==> src/include/spi_defines.svh <==
// Fixed protocol and PWM constants, included by the RTL files that need them
`ifndef SPI_DEFINES_SVH
`define SPI_DEFINES_SVH

// Identity byte returned by the identity register
// Read-only, a write to it is dropped and not counted
`define SPI_IDENTITY_VALUE 8'h81

// Position of the write flag inside the address byte
// Set means every data byte of the frame is written
// The remaining seven bits select the register
`define SPI_WRITE_FLAG_BIT 7

// Width of the free-running PWM counter
// 8 bits gives a 256 cycle period, matching the 8-bit duty register
`define PWM_COUNTER_WIDTH 8

`endif
==> src/logic/spi_pkg.sv <==
// Shared types for the SPI subsystem, referenced by scoped name from the RTL
package spi_pkg;

    // Register map seen through the 7-bit address field
    // Addresses not listed here read as zero and drop writes
    typedef enum logic [6:0] {
        reg_identity    = 7'h00,
        reg_scratch     = 7'h01,
        reg_control     = 7'h02,
        reg_duty        = 7'h03,
        reg_write_count = 7'h04
    } register_address_t;

    // Front end frame state
    // phase_idle while select is high
    // phase_address while the address byte shifts in
    // phase_data once the address is held, for all later bytes
    typedef enum logic [1:0] {
        phase_idle    = 2'b00,
        phase_address = 2'b01,
        phase_data    = 2'b10
    } frame_phase_t;

endpackage

==> src/logic/spi_subsystem_top.sv <==
// Top level of the SPI peripheral controller, connects front end, router, registers and PWM
`timescale 1ns/100ps

module spi_subsystem_top (
    input  logic spi_clock,
    input  logic rst,
    input  logic spi_select,
    input  logic spi_data_in,
    output logic spi_data_out,
    output logic pwm_out
);

    // Front end to router
    logic [7:0]                 address;
    logic                       address_valid;
    logic [7:0]                 data;
    logic                       data_valid;
    logic [7:0]                 read_data;

    // Router to registers
    spi_pkg::register_address_t register_address;
    logic [7:0]                 write_data;
    logic                       write_strobe;
    logic [7:0]                 read_value;

    // Registers to PWM
    logic                       pwm_enable;
    logic [7:0]                 duty;

    // Serial framing and read data shift out
    spi_peripheral front_end (
        .spi_clock     (spi_clock),
        .rst           (rst),
        .spi_select    (spi_select),
        .spi_data_in   (spi_data_in),
        .spi_data_out  (spi_data_out),
        .address       (address),
        .address_valid (address_valid),
        .data          (data),
        .data_valid    (data_valid),
        .read_data     (read_data)
    );

    // Write flag handling and read return
    spi_command_router router (
        .spi_clock        (spi_clock),
        .rst              (rst),
        .address          (address),
        .address_valid    (address_valid),
        .data             (data),
        .data_valid       (data_valid),
        .read_data        (read_data),
        .register_address (register_address),
        .write_data       (write_data),
        .write_strobe     (write_strobe),
        .read_value       (read_value)
    );

    // Identity, scratch, control, duty and write count
    device_registers registers (
        .spi_clock        (spi_clock),
        .rst              (rst),
        .register_address (register_address),
        .write_data       (write_data),
        .write_strobe     (write_strobe),
        .read_value       (read_value),
        .pwm_enable       (pwm_enable),
        .duty             (duty)
    );

    // Output pin
    pwm_generator pwm (
        .spi_clock  (spi_clock),
        .rst        (rst),
        .pwm_enable (pwm_enable),
        .duty       (duty),
        .pwm_out    (pwm_out)
    );

endmodule

==> src/logic/pwm_generator.sv <==
// Single-pin PWM generator, period of 256 cycles with duty and enable from the register block
`timescale 1ns/100ps
`include "spi_defines.svh"

module pwm_generator (
    input  logic       spi_clock,
    input  logic       rst,
    input  logic       pwm_enable,
    input  logic [7:0] duty,
    output logic       pwm_out
);

    // Free-running period counter
    logic [`PWM_COUNTER_WIDTH-1:0] counter;

    // Counter advances every cycle, wraps on its own
    always_ff @(posedge spi_clock) begin
        if (rst) begin
            counter <= '0;
        end else begin
            counter <= counter + 1'b1;
        end
    end

    // Output is high while the counter is below duty
    // Duty 0 never fires, duty 255 leaves a single low cycle
    // Registered so the pin is glitch free
    // Disabling takes effect on the next edge
    always_ff @(posedge spi_clock) begin
        if (rst) begin
            pwm_out <= 1'b0;
        end else begin
            pwm_out <= pwm_enable && (counter < duty);
        end
    end

endmodule

==> src/logic/device_registers.sv <==
// Register block behind the SPI router, holds configuration and drives the PWM settings
`timescale 1ns/100ps
`include "spi_defines.svh"

module device_registers (
    input  logic                       spi_clock,
    input  logic                       rst,

    // Access from the router
    input  spi_pkg::register_address_t register_address,
    input  logic [7:0]                 write_data,
    input  logic                       write_strobe,
    output logic [7:0]                 read_value,

    // PWM configuration
    output logic                       pwm_enable,
    output logic [7:0]                 duty
);

    // Current register contents
    logic [7:0] scratch_value;
    logic [7:0] control_value;
    logic [7:0] duty_value;
    logic [7:0] write_count;

    // Values after this cycle's write, if any
    logic [7:0] scratch_next;
    logic [7:0] control_next;
    logic [7:0] duty_next;
    logic [7:0] write_count_next;

    // Strobe hit a writable register
    logic       write_accepted;

    // Write decode
    // Identity, write count and unmapped addresses drop the write
    always_comb begin
        write_accepted = 1'b0;
        scratch_next   = scratch_value;
        control_next   = control_value;
        duty_next      = duty_value;

        if (write_strobe) begin
            case (register_address)
                spi_pkg::reg_scratch: begin
                    scratch_next   = write_data;
                    write_accepted = 1'b1;
                end
                spi_pkg::reg_control: begin
                    control_next   = write_data;
                    write_accepted = 1'b1;
                end
                spi_pkg::reg_duty: begin
                    duty_next      = write_data;
                    write_accepted = 1'b1;
                end
                default: begin
                    write_accepted = 1'b0;
                end
            endcase
        end

        // Counter of accepted writes, wraps at 255
        write_count_next = write_accepted ? write_count + 8'd1 : write_count;
    end

    // Configuration registers, all cleared by reset
    always_ff @(posedge spi_clock) begin
        if (rst) begin
            scratch_value <= 8'h00;
            control_value <= 8'h00;
            duty_value    <= 8'h00;
            write_count   <= 8'h00;
        end else begin
            scratch_value <= scratch_next;
            control_value <= control_next;
            duty_value    <= duty_next;
            write_count   <= write_count_next;
        end
    end

    // Read decode
    // Uses the post-write values so a byte that starts in the strobe
    // cycle already shifts out the value just written, from its MSB on
    always_comb begin
        case (register_address)
            spi_pkg::reg_identity:    read_value = `SPI_IDENTITY_VALUE;
            spi_pkg::reg_scratch:     read_value = scratch_next;
            spi_pkg::reg_control:     read_value = control_next;
            spi_pkg::reg_duty:        read_value = duty_next;
            spi_pkg::reg_write_count: read_value = write_count;
            default:                  read_value = 8'h00;
        endcase
    end

    // Control bit 0 enables the PWM, other bits are spare
    assign pwm_enable = control_value[0];
    assign duty       = duty_value;

endmodule

==> src/logic/spi_command_router.sv <==
// Command router, turns address and data strobes into register accesses and returns read data
`timescale 1ns/100ps
`include "spi_defines.svh"

module spi_command_router (
    input  logic                      spi_clock,
    input  logic                      rst,

    // From the SPI front end
    input  logic [7:0]                address,
    input  logic                      address_valid,
    input  logic [7:0]                data,
    input  logic                      data_valid,
    output logic [7:0]                read_data,

    // Towards the register block
    output spi_pkg::register_address_t register_address,
    output logic [7:0]                write_data,
    output logic                      write_strobe,
    input  logic [7:0]                read_value
);

    // Write flag of the current frame
    logic write_flag;

    // Flag is captured from the held address byte
    // Cleared between frames so a stale flag never leaks into the next one
    // One cycle of lag is harmless, the first data strobe is 8 cycles away
    always_ff @(posedge spi_clock) begin
        if (rst) begin
            write_flag <= 1'b0;
        end else if (!address_valid) begin
            write_flag <= 1'b0;
        end else begin
            write_flag <= address[`SPI_WRITE_FLAG_BIT];
        end
    end

    // Register select comes straight from the address byte
    // Must be combinational, the first read bit is sent in the
    // same cycle that address_valid rises
    assign register_address = spi_pkg::register_address_t'(address[6:0]);

    // Every data byte of a write frame goes to the same register
    assign write_data = data;

    // Data strobe becomes a write only in a write frame
    // Read frames still strobe, the byte is just a dummy
    assign write_strobe = data_valid && write_flag;

    // Read path back to the front end
    // Zero until the address is known
    assign read_data = address_valid ? read_value : 8'h00;

endmodule

==> src/logic/spi_peripheral.sv <==
// SPI target front end, frames serial bits into address and data strobes for the router
`timescale 1ns/100ps

module spi_peripheral (
    // Serial side
    input  logic       spi_clock,
    input  logic       rst,
    input  logic       spi_select,
    input  logic       spi_data_in,
    output logic       spi_data_out,

    // Strobe side towards the command router
    output logic [7:0] address,
    output logic       address_valid,
    output logic [7:0] data,
    output logic       data_valid,
    input  logic [7:0] read_data
);

    // Frame state and position inside the current byte
    spi_pkg::frame_phase_t phase;
    logic [2:0]            bit_count;

    // First seven bits of the byte in flight, MSB first
    logic [6:0]            shift_reg;

    // Full byte as it stands on the edge that samples bit 7
    logic [7:0]            received_byte;

    assign received_byte = {shift_reg, spi_data_in};

    // Control state
    // Any edge with select high reloads the counter and ends the frame
    always_ff @(posedge spi_clock) begin
        if (rst) begin
            phase         <= spi_pkg::phase_idle;
            bit_count     <= 3'd0;
            address_valid <= 1'b0;
            data_valid    <= 1'b0;
        end else if (spi_select) begin
            // Partial byte is simply dropped here
            phase         <= spi_pkg::phase_idle;
            bit_count     <= 3'd0;
            address_valid <= 1'b0;
            data_valid    <= 1'b0;
        end else begin
            // Strobe lasts a single cycle
            data_valid <= 1'b0;

            // Counter wraps 7 -> 0 so bytes run back to back
            bit_count <= bit_count + 3'd1;

            if (bit_count == 3'd7) begin
                if (phase == spi_pkg::phase_data) begin
                    data_valid <= 1'b1;
                end else begin
                    // Address byte done, held until select rises
                    address_valid <= 1'b1;
                    phase         <= spi_pkg::phase_data;
                end
            end else if (phase == spi_pkg::phase_idle) begin
                // First edge of a new frame samples address bit 7
                phase <= spi_pkg::phase_address;
            end
        end
    end

    // Payload path
    // Shift register and output bytes carry no reset
    always_ff @(posedge spi_clock) begin
        if (!spi_select) begin
            shift_reg <= received_byte[6:0];

            if (bit_count == 3'd7) begin
                if (phase == spi_pkg::phase_data) begin
                    data <= received_byte;
                end else begin
                    address <= received_byte;
                end
            end
        end
    end

    // Read data goes out MSB first, indexed by the bit being sampled
    // Nothing is driven during the address byte or with select high
    assign spi_data_out = (!spi_select && phase == spi_pkg::phase_data)
                        ? read_data[3'd7 - bit_count]
                        : 1'b0;

endmodule

==> config.mk <==
export PLATFORM = sky130hd
export DESIGN_NAME = spi_subsystem_top
export DESIGN_NICKNAME = d
export VERILOG_FILES = /design/src/logic/spi_pkg.sv /design/src/logic/spi_subsystem_top.sv /design/src/logic/pwm_generator.sv /design/src/logic/device_registers.sv /design/src/logic/spi_command_router.sv /design/src/logic/spi_peripheral.sv
export VERILOG_INCLUDE_DIRS = /design/src /design/src/include
export SDC_FILE = /design/constraint.sdc
export NUM_CORES = 1
export LEC_CHECK = 0
export ABC_CLOCK_PERIOD_IN_PS = 6250
export BUFFER_PORTS_ARGS = -buffer_cell sky130_fd_sc_hd__buf_2
export CORE_UTILIZATION = 50
export CTS_CLUSTER_SIZE = 28
export DETAILED_ROUTE_END_ITERATION = 7
export GPL_ROUTABILITY_DRIVEN = 0
export PLACE_DENSITY = 0.71
export SYNTH_ARGS = -nofsm -noshare
export SYNTH_HDL_FRONTEND = slang
export SYNTH_SLANG_ARGS = --single-unit
==> constraint.sdc <==
create_clock -name spi_clock -period 6.25 [get_ports spi_clock]
set_input_delay 1.5625 -clock spi_clock [delete_from_list [all_inputs] [get_ports spi_clock]]
set_output_delay 1.5625 -clock spi_clock [all_outputs]
set_load 0.05 [all_outputs]
# Yosys cells after proc, flatten, opt, wreduce, memory -nomap -nowiden
# Cells that the tools add are included.
[totals]
ff_bits = 72
in_bits = 4
out_inout_bits = 2
word_cells = 63
[op_classes]
addsub = 4
magnitude_cmp = 2
n_eq_ne = 7
muxes = 17
n_bitwise = 4
n_reduce_logical = 15
[ops]
columns = ["op", "count"]
rows = [
  ["$mux W8", 7],
  ["$pmux W8 S5", 1],
  ["$add A8 B1 Y8 const B", 2],
  ["$eq A7 B2 Y1 const B", 2],
  ["$lt A8 B8 Y1", 1],
  ["$eq A7 B1 Y1 const B", 1],
  ["$eq A7 B3 Y1 const B", 1],
  ["$logic_not A7 Y1", 1],
  ["$mux W2", 3],
  ["$reduce_and A3 Y1", 2],
  ["$reduce_or A3 Y1", 2],
  ["$mux W1", 5],
  ["$lt A3 B4 Y1 const B", 1],
  ["$not A1 Y1", 4],
  ["$reduce_and A2 Y1", 2],
  ["$reduce_or A2 Y1", 2],
  ["$add A3 B1 Y3 const B", 1],
  ["$bmux W1 S3", 1],
  ["$eq A3 B3 Y1 const B", 1],
  ["$logic_and A1 B1 Y1", 3],
  ["$sub A3 B3 Y3 const A", 1],
  ["$eq A2 B2 Y1 const B", 1],
  ["$logic_not A2 Y1", 1],
  ["$ne A2 B2 Y1 const B", 1],
  ["other kinds (2)", 2],
]

# Logic depth before layout (Yosys ltp)
[logic_depth]
depth_word = 8
depth_mapped = 8
ltp_nobuf = 7

# By module
# A second synthesis with hierarchy kept.
[unflattened]
cells_unflattened = 327
area_unflattened_um2 = 3377.0
[modules_own_cells]
columns = ["mod", "n_inst", "cells_each", "area_per_inst_um2", "seq_area_each_um2"]
rows = [
  ["device_registers", 1, 187, 1626.6, 640.6],
  ["spi_peripheral", 1, 59, 1039.7, 830.8],
  ["pwm_generator", 1, 55, 503.0, 180.2],
  ["spi_command_router", 1, 26, 207.7, 20.0],
]

# Worst setup path after synthesis
# Ideal clock, no wire load.
[synth_path]
kind = "in2out"
start = "in spi_select"
end = "out spi_data_out"
arrival_time_ps = 2779
t_required_ps = 4688
setup_slack_ps = 1909
stages = 5
n_path_buf = 0
cell_sequence = "inv_1 nand4_1 a21oi_1 nand2b_1 o21ai_1"
[synth_via]
elab_chain_cells = 3
[synth_rtl]
columns = ["item", "line_no", "source"]
rows = [
  ["from (decl)", "spi_subsystem_top.sv:7", "input logic spi_select,"],
  ["$logic_not A1 Y1", "-", ""],
  ["$logic_and A1 B1 Y1", "spi_peripheral.sv:86", "assign spi_data_out = (!spi_select && phase == spi_pkg::phase_data)"],
  ["$mux W1", "spi_peripheral.sv:87", "? read_data[3'd7 - bit_count]"],
  ["to (decl)", "spi_subsystem_top.sv:9", "output logic spi_data_out,"],
]
# No other way between the ends.

# Worst setup path in the final report
[layout_path]
start = "reg front_end.address[1]"
end = "out spi_data_out"
[layout_via]
elab_chain_cells = 8
word_cells_on_any_way = 16
cone_classes = "eq/ne (4); mux (11); reduce/logical (1)"
[layout_rtl]
columns = ["item", "line_no", "source"]
rows = [
  ["from (decl)", "spi_peripheral.sv:13", "output logic [7:0] address,"],
  ["from (signal assigned)", "spi_peripheral.sv:78", "address <= received_byte;"],
  ["$eq A7 B2 Y1 / $eq A7 B1 Y1 (equally long branches)", "device_registers.sv:44, device_registers.sv:86", ""],
  ["$mux W8", "device_registers.sv:44", "case (register_address)"],
  ["$mux W8", "device_registers.sv:43", "if (write_strobe) begin"],
  ["$pmux W8 S5 (*)", "device_registers.sv:86", "case (register_address)"],
  ["$mux W8 (*)", "spi_command_router.sv:53", "assign read_data = address_valid ? read_value : 8'h00;"],
  ["$bmux W1 S3 (*)", "spi_peripheral.sv:87", ""],
  ["$mux W1 (implied by the code) (*)", "spi_peripheral.sv:87", ""],
  ["$mux W1 (*)", "spi_peripheral.sv:87", ""],
]
# Every way passes the cells marked *; elsewhere a longest branch is shown, timed or not. The select of a mux whose other input is x is not followed.

==> impl_results.md <==
* Status: finished clean
* Chip height at 82.7 microns
* # Post-CTS Setup Buffers at 0
* Tmin final at 4.50 ns
* Asr flop ratio synth at 0%
* DRT Pass-1 Iters at 4
* Post-cts sizing count at 0
* GRT Util Overall at 20.5%
* CTS tree: built
* Final setup margin at 1.75 ns
* DIE WIDTH at 82.7 microns
* Number of synthesized flops with an enable pin at 23
* Hold depth at 2
* Hold_buf cts at 0
* Fillers at 581
* Core footprint at 6310 sq um
* PwrDens at 253 nW/um^2
* Worst Hold End: registers.scratch_value[2]$_SDFF_PP0_
* Combinational fraction of design power at 2.3%
* Netlist cell types at 51
* Critical Path End Type: output port
* Clock skew at 0.0150 ns
* Prevailing post-synth register cell: dfxtp_1
* Final instance area at 3510 sq um
* Number of global-route vias before repair at 2,083
* Worst-path clk slew at 0.08 ns
* Max-Cap Viols at 0
* Final Max Tran Viols at 0
* Clock Tree Buf Depth at 2
* Yosys top cell by area: dfxtp_1
* Total chip power at 886 uW
* Int Power at 685 uW
* Final wirelength at 6400 microns
* CP max FO at 30
* Non-filler cells in the finished layout at 403
* Min-delay src: registers.scratch_value[2]$_SDFF_PP0_
* Final period utilization at 71.9%
* Worst Max-Slew Pin Slew at 0.841 ns
* Via count at 2,336
* LEAKAGE at 1.25 nW
* Achievable frequency at 222 MHz
* Total Nets Final at 336
* Num CTS Buffers at 9
* Setup_tns at 0 ns
* Finished Core Util at 55.5%
* Initial antenna violation count at 0
* Die ar. at 6840 sq um
* # DRC at 0
* Largest cells by area after synthesis: dfxtp_1 (30%), edfxtp_1 (21%), mux2i_1 (4.9%), nor2_1 (4.6%), ha_1 (4.2%)
* Worst VDD drop at 0.147 mV
* IO Port Bufs at 5
* Initial DRC count at 261
* Critical Path AT at 2.93 ns
* RSZ-0062 raised after global routing: false
* Row count at 29
* Post-DP HPWL at 4420 microns
* Mapped Avg Cell Area at 10.1 sq um
* Worst r2r src: front_end.address[1]$_DFFE_PP_
* Skew-Pair Late Insertion Delay at 0.35 ns
* # diodes at 0
* Largest net degree at the start of global routing at 47
* Setup WS pre-CTS at 1.81 ns
* ANT nets after route at 0
* Post-Syn Instances at 321
* Commonest cells after routing, fill and taps aside: dfxtp_1 (49), nor2_1 (40), nand2_1 (25)
* R2R cell count at 6
* Min-delay worst type: flip-flop to flip-flop
* Seq/Total Area, Yosys at 51.4%
* # IOs at 6
* Placed Cells incl. Taps at 387
* Number of synthesized register bits at 72
* Share of cells above drive strength 1 at 9.51%
* Worst EP required at 4.69 ns
* Crit path kind: flip-flop to output port
* Syn Nets at 336
* Reg2reg end: registers.write_count[7]$_SDFFE_PP0P_
* Switch share at 22.7%
* Yosys warns at 0
* Count of final setup violators at 0
* Area post-placement at 3310 sq um
* Wire length of the first global-routing pass at 10,200 microns
* R2R setup slack at 3.84 ns
* Hold WS at 0.458 ns
* Root Buffer: clkbuf_8
* Seq pwr share at 55.7%
* Netlist Area Pre-Place at 3250 sq um
* H-tree Lvls at 3
* Average wire per standard cell at 15.9 microns
* Clock power frac at 42.1%
* Grt total ovfl at 0
* Psw at 202 uW
* Slew headroom at 43.9%
* Avg Vias per Cell at 5.80
* CTS sink count at 72
* Top cell type's share of synthesized area at 30.1%
* Commonest non-fill, non-tap cell in the layout: dfxtp_1
* Final Hold Fails at 0
* CP Launch Type: flip-flop
* Area Overhead vs Synth at 7.73%
* Starting Density at 51.5%
## power groups by stage
stage / Sequential [mW] / Clock [mW] / Combinational [mW]
global placement: 0.504 / 0 / 0.0195
global route: 0.494 / 0.402 / 0.0233
detailed placement: 0.504 / 0 / 0.0203
CTS: 0.493 / 0.380 / 0.0204
floorplan: 0.502 / 0 / 0.0155
finish: 0.493 / 0.373 / 0.0202
## logic make-up (layout without fill, tap and decap cells)
group,Yosys count,count (layout),share of synthesized area (%)
flip-flops,72,72,51.4
XOR/XNOR,14,14,3.77
multiplexers,19,19,5.96
adder cells (fa/ha/maj),11,11,4.23
AO/OA/AOI/OAI,51,51,11.3
buffers and inverters,29,34,3.61
AND/OR/NAND/NOR,125,125,19.8
## worst max-delay path by stage
stage / startpoint / end / depth (start not counted) / slack (ns)
after CTS: front_end.address[1]$_DFFE_PP_ / spi_data_out / 6 / 1.77
after detailed placement: spi_select / spi_data_out / 8 / 1.81
final: front_end.address[1]$_DFFE_PP_ / spi_data_out / 6 / 1.75
after global routing: front_end.address[1]$_DFFE_PP_ / spi_data_out / 6 / 1.52
after floorplan: spi_select / spi_data_out / 5 / 1.91
after global placement: spi_select / spi_data_out / 8 / 1.84
## cell usage after synthesis, types with 2 or more instances
| cell | count |
|---|---|
| a2111oi_0 | 2 |
| a211oi_1 | 4 |
| a21o_1 | 2 |
| a21oi_1 | 12 |
| a221o_1 | 3 |
| a221oi_1 | 2 |
| a22o_1 | 2 |
| a31oi_1 | 8 |
| and2_1 | 4 |
| and3_1 | 5 |
| and4_1 | 4 |
| buf_1 | 3 |
| clkbuf_1 | 11 |
| dfxtp_1 | 49 |
| edfxtp_1 | 23 |
| ha_1 | 11 |
| inv_1 | 13 |
| mux2_2 | 3 |
| mux2i_1 | 16 |
| nand2_1 | 25 |
| nand2b_1 | 5 |
| nand3_1 | 12 |
| nand3b_1 | 3 |
| nand4_1 | 4 |
| nor2_1 | 40 |
| nor2b_1 | 5 |
| nor3_1 | 7 |
| nor4_1 | 4 |
| o31a_1 | 4 |
| or2_2 | 2 |
| xnor2_1 | 4 |
| xor2_1 | 10 |
## critical path, stage by stage, from the launching register on
cell	delay (ns)
edfxtp_1	0.90
nor2_1	0.20
nor4_4	0.55
a2111oi_0	0.24
o31a_1	0.29
o21ai_1	0.13
buf_2	0.28
## cell type report
cell class	instances	area [sq um]	area share, %
timing repair buffer	5	25.0	0.714
inverter	13	48.8	1.39
clock inverter	7	75.1	2.14
clock buffer	9	124	3.53
sequential	72	1670	47.7
multi-input combinational	220	1470	41.8
tap	77	96.3	2.75
## layer usage
metal | vias up | wire, microns | GRT usage, %
met1 | 1111 | 3030 | 27.4
met5 | - | 0 | 0
met2 | 59 | 2920 | 31.9
li1 | 1156 | - | -
met4 | 0 | 70 | 5.34
met3 | 10 | 385 | 6.70
Note: power is estimated with default switching activity, not from simulation.
